$ cat src/hw/avalon_pkg.sv
package avalon_pkg;

    typedef logic [31:0] av_addr_t;  // byte address
    typedef logic [31:0] av_data_t;
    typedef logic [3:0]  av_be_t;    // one bit per byte lane

    localparam int ram_words = 64;

    typedef logic [$clog2(ram_words)-1:0] ram_index_t;  // word index into the RAM

    // master side, held steady while waitrequest is high
    typedef struct packed {
        av_addr_t address;
        logic     read;
        logic     write;
        av_data_t writedata;
        av_be_t   byteenable;
    } av_req_t;

    typedef struct packed {
        av_data_t readdata;     // valid in the cycle waitrequest is low
        logic     waitrequest;
    } av_rsp_t;

endpackage

$ cat src/hw/mips_pkg.sv
package mips_pkg;

    localparam int reg_count = 32;

    typedef logic [4:0]  reg_idx_t;
    typedef logic [15:0] imm_t;
    typedef logic [4:0]  shamt_t;

    typedef enum logic [5:0] {
        op_special = 6'h00,  // r-type, decoded by funct
        op_beq     = 6'h04,
        op_addiu   = 6'h09,
        op_lw      = 6'h23,
        op_sb      = 6'h28,
        op_sw      = 6'h2b
    } opcode_e;

    typedef enum logic [5:0] {
        fn_jr   = 6'h08,
        fn_addu = 6'h21,
        fn_subu = 6'h23
    } funct_e;

    typedef enum logic {
        alu_add,
        alu_sub
    } alu_op_e;

    // register format view of an instruction word
    typedef struct packed {
        opcode_e  opcode;
        reg_idx_t rs;
        reg_idx_t rt;
        reg_idx_t rd;
        shamt_t   shamt;
        funct_e   funct;
    } instr_r_t;

    // immediate format view of the same word
    typedef struct packed {
        opcode_e  opcode;
        reg_idx_t rs;
        reg_idx_t rt;
        imm_t     imm;
    } instr_i_t;

    localparam reg_idx_t reg_zero = 5'd0;
    localparam reg_idx_t reg_v0   = 5'd2;

    localparam avalon_pkg::av_addr_t reset_pc = 32'h0000_0000;

endpackage

$ cat src/hw/mips_alu.sv
`timescale 1ns/1ns

module mips_alu (
    input  avalon_pkg::av_data_t a,
    input  avalon_pkg::av_data_t b,
    input  mips_pkg::alu_op_e    op,
    output avalon_pkg::av_data_t result,
    output logic                 equal
);

    avalon_pkg::av_data_t sum;
    avalon_pkg::av_data_t diff;

    assign sum  = a + b;  // wraps modulo 2^32
    assign diff = a - b;

    always_comb begin
        case (op)
            mips_pkg::alu_sub: result = diff;
            default:           result = sum;  // arithmetic and address calc
        endcase
    end

    assign equal = (a == b);  // branch compare for beq

endmodule

$ cat src/hw/mips_cpu.sv
`timescale 1ns/1ns

module mips_cpu (
    input  logic                 clk,
    input  logic                 rst_n,
    input  avalon_pkg::av_rsp_t  bus_rsp,
    output avalon_pkg::av_req_t  bus_req,
    output logic                 active,
    output avalon_pkg::av_data_t register_v0
);

    typedef enum logic [2:0] {
        st_idle,       // held here by reset
        st_fetch,
        st_exec,
        st_mem,
        st_writeback,
        st_halted
    } state_e;

    state_e               state;
    avalon_pkg::av_addr_t pc;          // already advanced past the current instruction
    avalon_pkg::av_data_t ir;
    avalon_pkg::av_data_t alu_out;
    avalon_pkg::av_data_t mem_rdata;

    mips_pkg::instr_r_t   ir_r;
    mips_pkg::instr_i_t   ir_i;
    avalon_pkg::av_data_t imm_sext;
    avalon_pkg::av_addr_t branch_target;

    logic is_rtype;
    logic is_addu;
    logic is_subu;
    logic is_jr;
    logic is_addiu;
    logic is_beq;
    logic is_lw;
    logic is_sw;
    logic is_sb;
    logic is_mem;

    avalon_pkg::av_data_t rs_data;
    avalon_pkg::av_data_t rt_data;
    avalon_pkg::av_data_t alu_b;
    avalon_pkg::av_data_t alu_result;
    mips_pkg::alu_op_e    alu_op;
    logic                 alu_equal;

    logic                 wr_en;
    mips_pkg::reg_idx_t   wr_idx;
    avalon_pkg::av_data_t wr_data;

    assign ir_r = mips_pkg::instr_r_t'(ir);
    assign ir_i = mips_pkg::instr_i_t'(ir);

    assign imm_sext      = {{16{ir_i.imm[15]}}, ir_i.imm};
    assign branch_target = pc + {imm_sext[29:0], 2'b00};  // offset in words

    assign is_rtype = (ir_r.opcode == mips_pkg::op_special);
    assign is_addu  = is_rtype && (ir_r.funct == mips_pkg::fn_addu);
    assign is_subu  = is_rtype && (ir_r.funct == mips_pkg::fn_subu);
    assign is_jr    = is_rtype && (ir_r.funct == mips_pkg::fn_jr);
    assign is_addiu = (ir_i.opcode == mips_pkg::op_addiu);
    assign is_beq   = (ir_i.opcode == mips_pkg::op_beq);
    assign is_lw    = (ir_i.opcode == mips_pkg::op_lw);
    assign is_sw    = (ir_i.opcode == mips_pkg::op_sw);
    assign is_sb    = (ir_i.opcode == mips_pkg::op_sb);
    assign is_mem   = is_lw || is_sw || is_sb;

    // beq compares rs with rt, the rest of the i-types add the immediate
    assign alu_b  = (is_rtype || is_beq) ? rt_data : imm_sext;
    assign alu_op = is_subu ? mips_pkg::alu_sub : mips_pkg::alu_add;

    assign wr_en   = (state == st_writeback);
    assign wr_idx  = is_rtype ? ir_r.rd : ir_i.rt;
    assign wr_data = is_lw ? mem_rdata : alu_out;

    assign active = (state != st_idle) && (state != st_halted);

    mips_regfile i_regfile (
        .clk     (clk),
        .rst_n   (rst_n),
        .rs      (ir_i.rs),
        .rt      (ir_i.rt),
        .wr_en   (wr_en),
        .wr_idx  (wr_idx),
        .wr_data (wr_data),
        .rs_data (rs_data),
        .rt_data (rt_data),
        .v0      (register_v0)
    );

    mips_alu i_alu (
        .a      (rs_data),
        .b      (alu_b),
        .op     (alu_op),
        .result (alu_result),
        .equal  (alu_equal)
    );

    // bus request follows the state, operands are stable while stalled
    always_comb begin
        bus_req = '0;
        case (state)
            st_fetch: begin
                bus_req.address    = pc;
                bus_req.read       = 1'b1;
                bus_req.byteenable = 4'b1111;
            end
            st_mem: begin
                bus_req.address = alu_out;
                bus_req.read    = is_lw;
                bus_req.write   = is_sw || is_sb;
                if (is_sb) begin
                    bus_req.writedata  = {4{rt_data[7:0]}};                       // byte on every lane
                    bus_req.byteenable = avalon_pkg::av_be_t'(4'b0001 << alu_out[1:0]);
                end else begin
                    bus_req.writedata  = rt_data;
                    bus_req.byteenable = 4'b1111;
                end
            end
            default: ;
        endcase
    end

    always_ff @(posedge clk or negedge rst_n) begin
        if (!rst_n) begin
            state <= st_idle;
            pc    <= mips_pkg::reset_pc;
        end else begin
            case (state)
                st_idle: state <= st_fetch;
                st_fetch: begin
                    if (!bus_rsp.waitrequest) begin
                        pc    <= pc + 32'd4;
                        state <= st_exec;
                    end
                end
                st_exec: begin
                    if (is_jr) begin
                        if (ir_i.rs == mips_pkg::reg_zero) begin
                            state <= st_halted;  // jr $0 is the halt
                        end else begin
                            pc    <= rs_data;
                            state <= st_fetch;
                        end
                    end else if (is_beq) begin
                        if (alu_equal) begin
                            pc <= branch_target;
                        end
                        state <= st_fetch;
                    end else if (is_mem) begin
                        state <= st_mem;
                    end else if (is_addiu || is_addu || is_subu) begin
                        state <= st_writeback;
                    end else begin
                        state <= st_fetch;  // unsupported opcode runs as a nop
                    end
                end
                st_mem: begin
                    if (!bus_rsp.waitrequest) begin
                        state <= is_lw ? st_writeback : st_fetch;
                    end
                end
                st_writeback: state <= st_fetch;
                default:      state <= st_halted;  // stays until next reset
            endcase
        end
    end

    always_ff @(posedge clk) begin
        if ((state == st_fetch) && !bus_rsp.waitrequest) begin
            ir <= bus_rsp.readdata;
        end
        if (state == st_exec) begin
            alu_out <= alu_result;
        end
        if ((state == st_mem) && !bus_rsp.waitrequest) begin
            mem_rdata <= bus_rsp.readdata;
        end
    end

endmodule

$ cat src/hw/mips_regfile.sv
`timescale 1ns/1ns

module mips_regfile (
    input  logic                 clk,
    input  logic                 rst_n,
    input  mips_pkg::reg_idx_t   rs,
    input  mips_pkg::reg_idx_t   rt,
    input  logic                 wr_en,
    input  mips_pkg::reg_idx_t   wr_idx,
    input  avalon_pkg::av_data_t wr_data,
    output avalon_pkg::av_data_t rs_data,
    output avalon_pkg::av_data_t rt_data,
    output avalon_pkg::av_data_t v0
);

    avalon_pkg::av_data_t regs [mips_pkg::reg_count];

    always_ff @(posedge clk or negedge rst_n) begin
        if (!rst_n) begin
            for (int i = 0; i < mips_pkg::reg_count; i++) begin
                regs[i] <= '0;
            end
        end else if (wr_en && (wr_idx != mips_pkg::reg_zero)) begin  // $0 stays zero
            regs[wr_idx] <= wr_data;
        end
    end

    assign rs_data = regs[rs];
    assign rt_data = regs[rt];

    assign v0 = regs[mips_pkg::reg_v0];  // exported as register_v0

endmodule

$ cat config.mk
export PLATFORM = sky130hd
export DESIGN_NAME = mips_cpu
export DESIGN_NICKNAME = d
export VERILOG_FILES = /design/src/hw/avalon_pkg.sv /design/src/hw/mips_pkg.sv /design/src/hw/mips_alu.sv /design/src/hw/mips_cpu.sv /design/src/hw/mips_regfile.sv
export SDC_FILE = /design/constraint.sdc
export NUM_CORES = 2
export LEC_CHECK = 0
export BUFFER_PORTS_ARGS = -buffer_cell sky130_fd_sc_hd__clkbuf_2
export CAP_MARGIN = 20
export CORE_MARGIN = 4
export CORE_UTILIZATION = 35
export CTS_BUF_LIST = sky130_fd_sc_hd__clkbuf_16
export CTS_CLUSTER_SIZE = 25
export DETAILED_ROUTE_END_ITERATION = 6
export PLACE_DENSITY_LB_ADDON = 0.05
export REMOVE_ABC_BUFFERS = 1
export SLEW_MARGIN = 20
export SYNTH_ARGS = -nofsm -noshare
export SYNTH_HDL_FRONTEND = slang
export SYNTH_SLANG_ARGS = --single-unit
$ cat constraint.sdc
create_clock -name clk -period 7.8 [get_ports clk]
set_input_delay 0.78 -clock clk [delete_from_list [all_inputs] [get_ports clk]]
set_output_delay 0.78 -clock clk [all_outputs]
set_load 0.02 [all_outputs]
[Word-level counts from Yosys, hierarchy flattened]
Index checks and enable logic that the tools add are counted.
Word-level totals
  bits in registers: 1155
  input bits: 35
  output and inout port bits: 103
  logic and storage cells: 125
Operators by class
  reductions and logical operators: 24
  magnitude comparators: 4
  equality and inequality tests: 19
  bitwise operators: 3
  multiplexer cells: 33
  shift-type cells: 1
  $add $sub $neg: 4
Operators with widths (number)
  1024-bit bitwise mux: 1
  32-bit two-way mux: 13
  32-bit binary-select mux with 5-bit select: 2
  32-bit demux with 5-bit select: 1
  33-bit case mux with 2 select lines: 1
  32-bit adder: 2
  32-bit case mux with 2 select lines: 1
  36-bit two-way mux: 1
  33-bit two-way mux: 1
  32-bit by 3-bit adder with 32-bit output, second input constant: 1
  32-bit == test: 1
  32-bit subtractor: 1
  6-bit == test, second input constant: 5
  3-bit two-way mux: 8
  6-bit >= comparator, second input constant: 3
  5-bit NOT with 6-bit output: 3
  6-bit by 4-bit == test with 1-bit output, second input constant: 2
  3-bit != test, second input constant: 4
  3-bit case mux with 4 select lines: 1
  1-bit logical AND: 8
  4-bit case mux with 2 select lines: 1
  3-bit by 2-bit == test with 1-bit output, second input constant: 2
  6-bit by 3-bit == test with 1-bit output, second input constant: 1
  6-bit logical NOT: 1
  17 further kinds: 23

[Depth between registers and ports, before layout]
  depth after elaboration: 10
  depth in mapped cells: 24
  depth with buffers taken out: 17

[By module]
Synthesis repeated with hierarchy kept, for this count alone.
Second synthesis, totals
  cells, all modules: 6088
  area total of the unflattened synthesis: 68441.9 um^2
By module, submodules not included
  mips_regfile: sequential area each 25624.6 um^2, instances 1, area each 56182.6 um^2, cells an instance 4633
  mips_cpu: sequential area each 3758.6 um^2, instances 1, area each 8539.4 um^2, cells an instance 869
  mips_alu: sequential area each 0.0 um^2, instances 1, area each 3719.8 um^2, cells an instance 586

[Least setup slack after synthesis]
OpenSTA, ideal clock, no wires.
  path kind: reg-to-reg
  start: register ir[21]
  end: register alu_out[28], data pin
  data required time: 7.540 ns
  library setup time: 0.260 ns
  buffers on the path: 5
  slack: 2.333 ns
  stages on the path, launching flop included: 23
  period minus slack after synthesis: 5.467 ns
  data arrival time: 5.207 ns
  path through: edfxtp_1 -> clkbuf_1 -> buf_4 -> buf_4 -> buf_2 -> buf_4 -> mux4_2 -> mux2_2 -> a221oi_1 -> nor2_1 -> inv_1 -> ha_1 -> inv_1 -> fa_1 -> a21oi_1 -> o22ai_1 -> o41ai_1 -> o221ai_1 -> a21oi_1 -> o31ai_1 -> a2111oi_0 -> nor3_1 -> xnor2_1
Between the ends
  longest elaborated chain between the ends: 6
  elaborated cells on any way between the ends: 7
  classes of those cells: add/sub: 2; mux: 4; bitwise: 1
Ends and longest elaborated chain
  from (decl): line mips_cpu.sv:23  | avalon_pkg::av_data_t ir;
  from (signal assigned): line mips_cpu.sv:174  | ir <= bus_rsp.readdata;
  5-bit NOT with 6-bit output (not written as such) *: line mips_regfile.sv:28  | assign rs_data = regs[rs];
  32-bit binary-select mux with 5-bit select *: line mips_regfile.sv:28
  32-bit two-way mux (not written as such) * (2 in a row): line mips_regfile.sv:28
  32-bit adder or 32-bit subtractor (tied branches): line mips_alu.sv:14, mips_alu.sv:15
  32-bit two-way mux *: line mips_alu.sv:18  | case (op)
  net alu_result[28]: line mips_cpu.sv:46  | avalon_pkg::av_data_t alu_result;
  to (signal assigned): line mips_cpu.sv:177  | alu_out <= alu_result;
  to (decl): line mips_cpu.sv:24  | avalon_pkg::av_data_t alu_out;
Mark *: on every way through the listed nets, which the timed path passes. The rest lies on a longest branch. The select of a mux whose other input is x is not followed.
A chain may end at the register's enable or synchronous reset.

[Worst setup path after layout]
  start: register ir[16]
  end: register pc[25]
Between the ends
  longest elaborated chain between the ends: 8
Ends and longest elaborated chain
  5-bit NOT with 6-bit output (not written as such): line mips_regfile.sv:29  | assign rt_data = regs[rt];
  32-bit binary-select mux with 5-bit select: line mips_regfile.sv:29
  32-bit two-way mux (not written as such) (2 in a row): line mips_regfile.sv:29
  32-bit two-way mux: line mips_cpu.sv:72  | assign alu_b = (is_rtype || is_beq) ? rt_data : imm_sext;
  32-bit == test: line mips_alu.sv:24  | assign equal = (a == b);
  3-bit != test (no source line)
  5-bit AND reduction (no source line)
  to (signal assigned): line mips_cpu.sv:130  | pc <= mips_pkg::reset_pc;
  to (signal assigned): line mips_cpu.sv:136  | pc <= pc + 32'd4;
  to (signal assigned): line mips_cpu.sv:145  | pc <= rs_data;
  to (decl): line mips_cpu.sv:22  | avalon_pkg::av_addr_t pc;
No other way between the ends. The select of a mux whose other input is x is not followed.

==> run metrics <==
outcome=finished, final reports clean; fmax=149 MHz; Register-to-Register Setup Slack=1.11 ns; register area share after synthesis=46.1%; vias in the first global route=47700; # nets final=5864; final hold slack=0.0333 ns; Initial Utilization=35.2%; Sw Pwr=0.00690 W; global route total overflow=0; vias per inst=5.80; clock period minus worst slack=6.69 ns; layout cells sized above 1=20.5%; Root Buffer=clkbuf_16; flop and latch count out of synthesis=1155; cts bufs inserted=143; CTS max path bufs=3; global-route usage over all layers=27.3%; Async S/R FF share, synth=91.7%; r2r endpoint=pc[25]; TritonCTS clock tree=yes; Commonest cells post-synth=1059 x dfrtp_1, 694 x nor2_1, 693 x a21oi_1; Hold Fails Final Rpt=0; Layout Area Growth over Synthesis=12.2%; period utilization=85.8%; Rows=156; Mapped Cells=5855; die area=189000 um2; Worst EP arrival=7.38 ns; most common cell in the netlist=dfrtp_1; Final ANT Viol Nets=0; largest net degree at the start of global routing=159; relative slew slack=23.1%; total iterations of the first detailed-routing run=5; VDD IR-drop max=0.141 mV; CP Launch Type=register; P_int=0.0119 W; Final Wtd Congestion=0.927; number of hold buffers added after CTS=0; DRC errors left=0; CP required=8.49 ns; final count of pins violating max slew=0; CTS H-tree lvls=4; EDFF count, synth=96; worst min-delay path class=input port to async pin; Leakage=30.6 nW; Cell variety after synth=82; die span in y=435 um; sequential share of power=36.6%; pwr/cell area=263 nW/um2; io pins=138; chip width=435 um; Vias=47700; # Post-CTS Setup Buffers=0; MaxCap Viol Count=0; Placed Cells=7958; clock slew at reported path FFs=0.06 ns; clk sinks=1155; Slew @ Worst Pin=1.15 ns; CP max FO=57; switch share=36.8%; combinational share of power=29.3%; Worst-Skew Late Latency=0.81 ns; Starting DRT DRC Count=4266; overall routed net length=257 mm; initial antenna violation count=6; skew final=0.0365 ns; Finished Layout Cells=8221; PortBufs=137; Syn Area/Cell=10.9 um2; Final HPWL DP=163 mm; post-synth top area cell=dfrtp_1; cts repair resizes=0; Cell Area, Synth=63700 um2; final setup violation count=0; Area contributors post-synth=dfrtp_1 42%, mux4_2 19%, a21oi_1 5.4%, o21ai_0 4.6%, edfxtp_1 4.5%; Reg-to-Reg Start=ir[16]; RSZ-0062 raised after global routing=no; total power=0.0188 W; worst-case reg-to-reg path depth=14; fin util=39.5%; post-DR wirelength/cell=31.2 um; synth warn=0; most common flop cell mapped by yosys=dfrtp_1; share of the synthesized area in the top cell type=41.6%; CP Class=register to register; endpoint class of the critical path=register; first-pass GRT wire length=367 mm; clock share of power=34.1%; core area=181000 um2
[flip-flops by register name, summed over array words and instances (netlist names)]
signal	cells
alu_out	32
i_regfile.regs	992
i_regfile.v0	32
ir	32
mem_rdata	32
pc	32
state	3
[routing by layer]
layer  track usage (%)  routed length, um
met2              44.1             121000
met3              3.65              11700
met4              8.44               8510
met5                 0                 11
met1              38.4             115000
[per-stage QoR]
stage                     cell area [um2]  setup WS (ns)  setup TNS (ns)
after floorplan                     61100          -7.38        -4511.01
after global placement              67000          0.915               0
after detailed placement            67000           1.14               0
after CTS                           71400           1.14               0
after global routing                71400          0.786               0
final                               71400           1.11               0
[worst max path at each step]
| stage | startpoint | endpoint | slack [ns] |
|---|---|---|---|
| 6_report | ir[16] | pc[25] | 1.11 |
| 5_1_grt | ir[16] | pc[25] | 0.79 |
| 4_1_cts | ir[16] | pc[25] | 1.14 |
| 3_5_place_dp | ir[16] | pc[25] | 1.14 |
| 3_3_place_gp | ir[16] | pc[25] | 0.92 |
| 2_1_floorplan | ir[21] | alu_out[28] | -7.38 |
[worst max-delay path, stage by stage, from the launching register on]
cell	delay, ns
edfxtp_1	0.95
buf_12	0.42
mux4_2	0.62
mux4_2	0.50
mux2i_2	0.64
a21o_1	0.26
ha_1	0.26
nand2_1	0.08
nor3_1	0.43
nand2_1	0.16
or4_1	0.54
nor4_2	0.38
a21o_1	0.67
o21ai_0	0.19
a22o_1	0.28
[final cells by class]
cell class	instances	area, um2
fillers	17700	109000
multi-input cells	4023	31900
clock inverters	110	678
inverters	84	317
diodes	4	10.0
repair buffers	326	2450
clock buffers	149	3730
well taps	2370	2970
flip-flops and latches	1155	29400
[cells in the final DEF, fill, tap and decap left out, drive strengths merged, types with 60 or more instances in the layout]
cell type and n:
o21ai 586, nor2 694, inv 128, mux2i 191, clkinv 60, dfrtp 1059, a21oi 695, buf 190
mux4 551, nand2 609, clkbuf 285, edfxtp 96, ha 93
[power groups by stage]
stage,sequential [W],clock (W),combinational (W)
after floorplan,0.00715,0,0.00320
after global placement,0.00696,0,0.00550
after detailed placement,0.00696,0,0.00548
after CTS,0.00686,0.00656,0.00550
after global routing,0.00689,0.00680,0.00588
final,0.00686,0.00640,0.00549
[cell families (layout without fill, tap and decap cells)]
logic type	count (synthesis)	count (layout)	synth area share (%)
AND/OR/NAND/NOR	1507	1507	9.65
buffers and inverters	677	669	4.48
AO/OA/AOI/OAI	1574	1574	13.7
adder cells (fa/ha/maj)	96	96	1.92
flip-flops	1155	1155	46.1
XOR/XNOR	61	61	0.839
other	0	4	0
multiplexers	785	785	23.3
(Power assumes the default switching activity.)
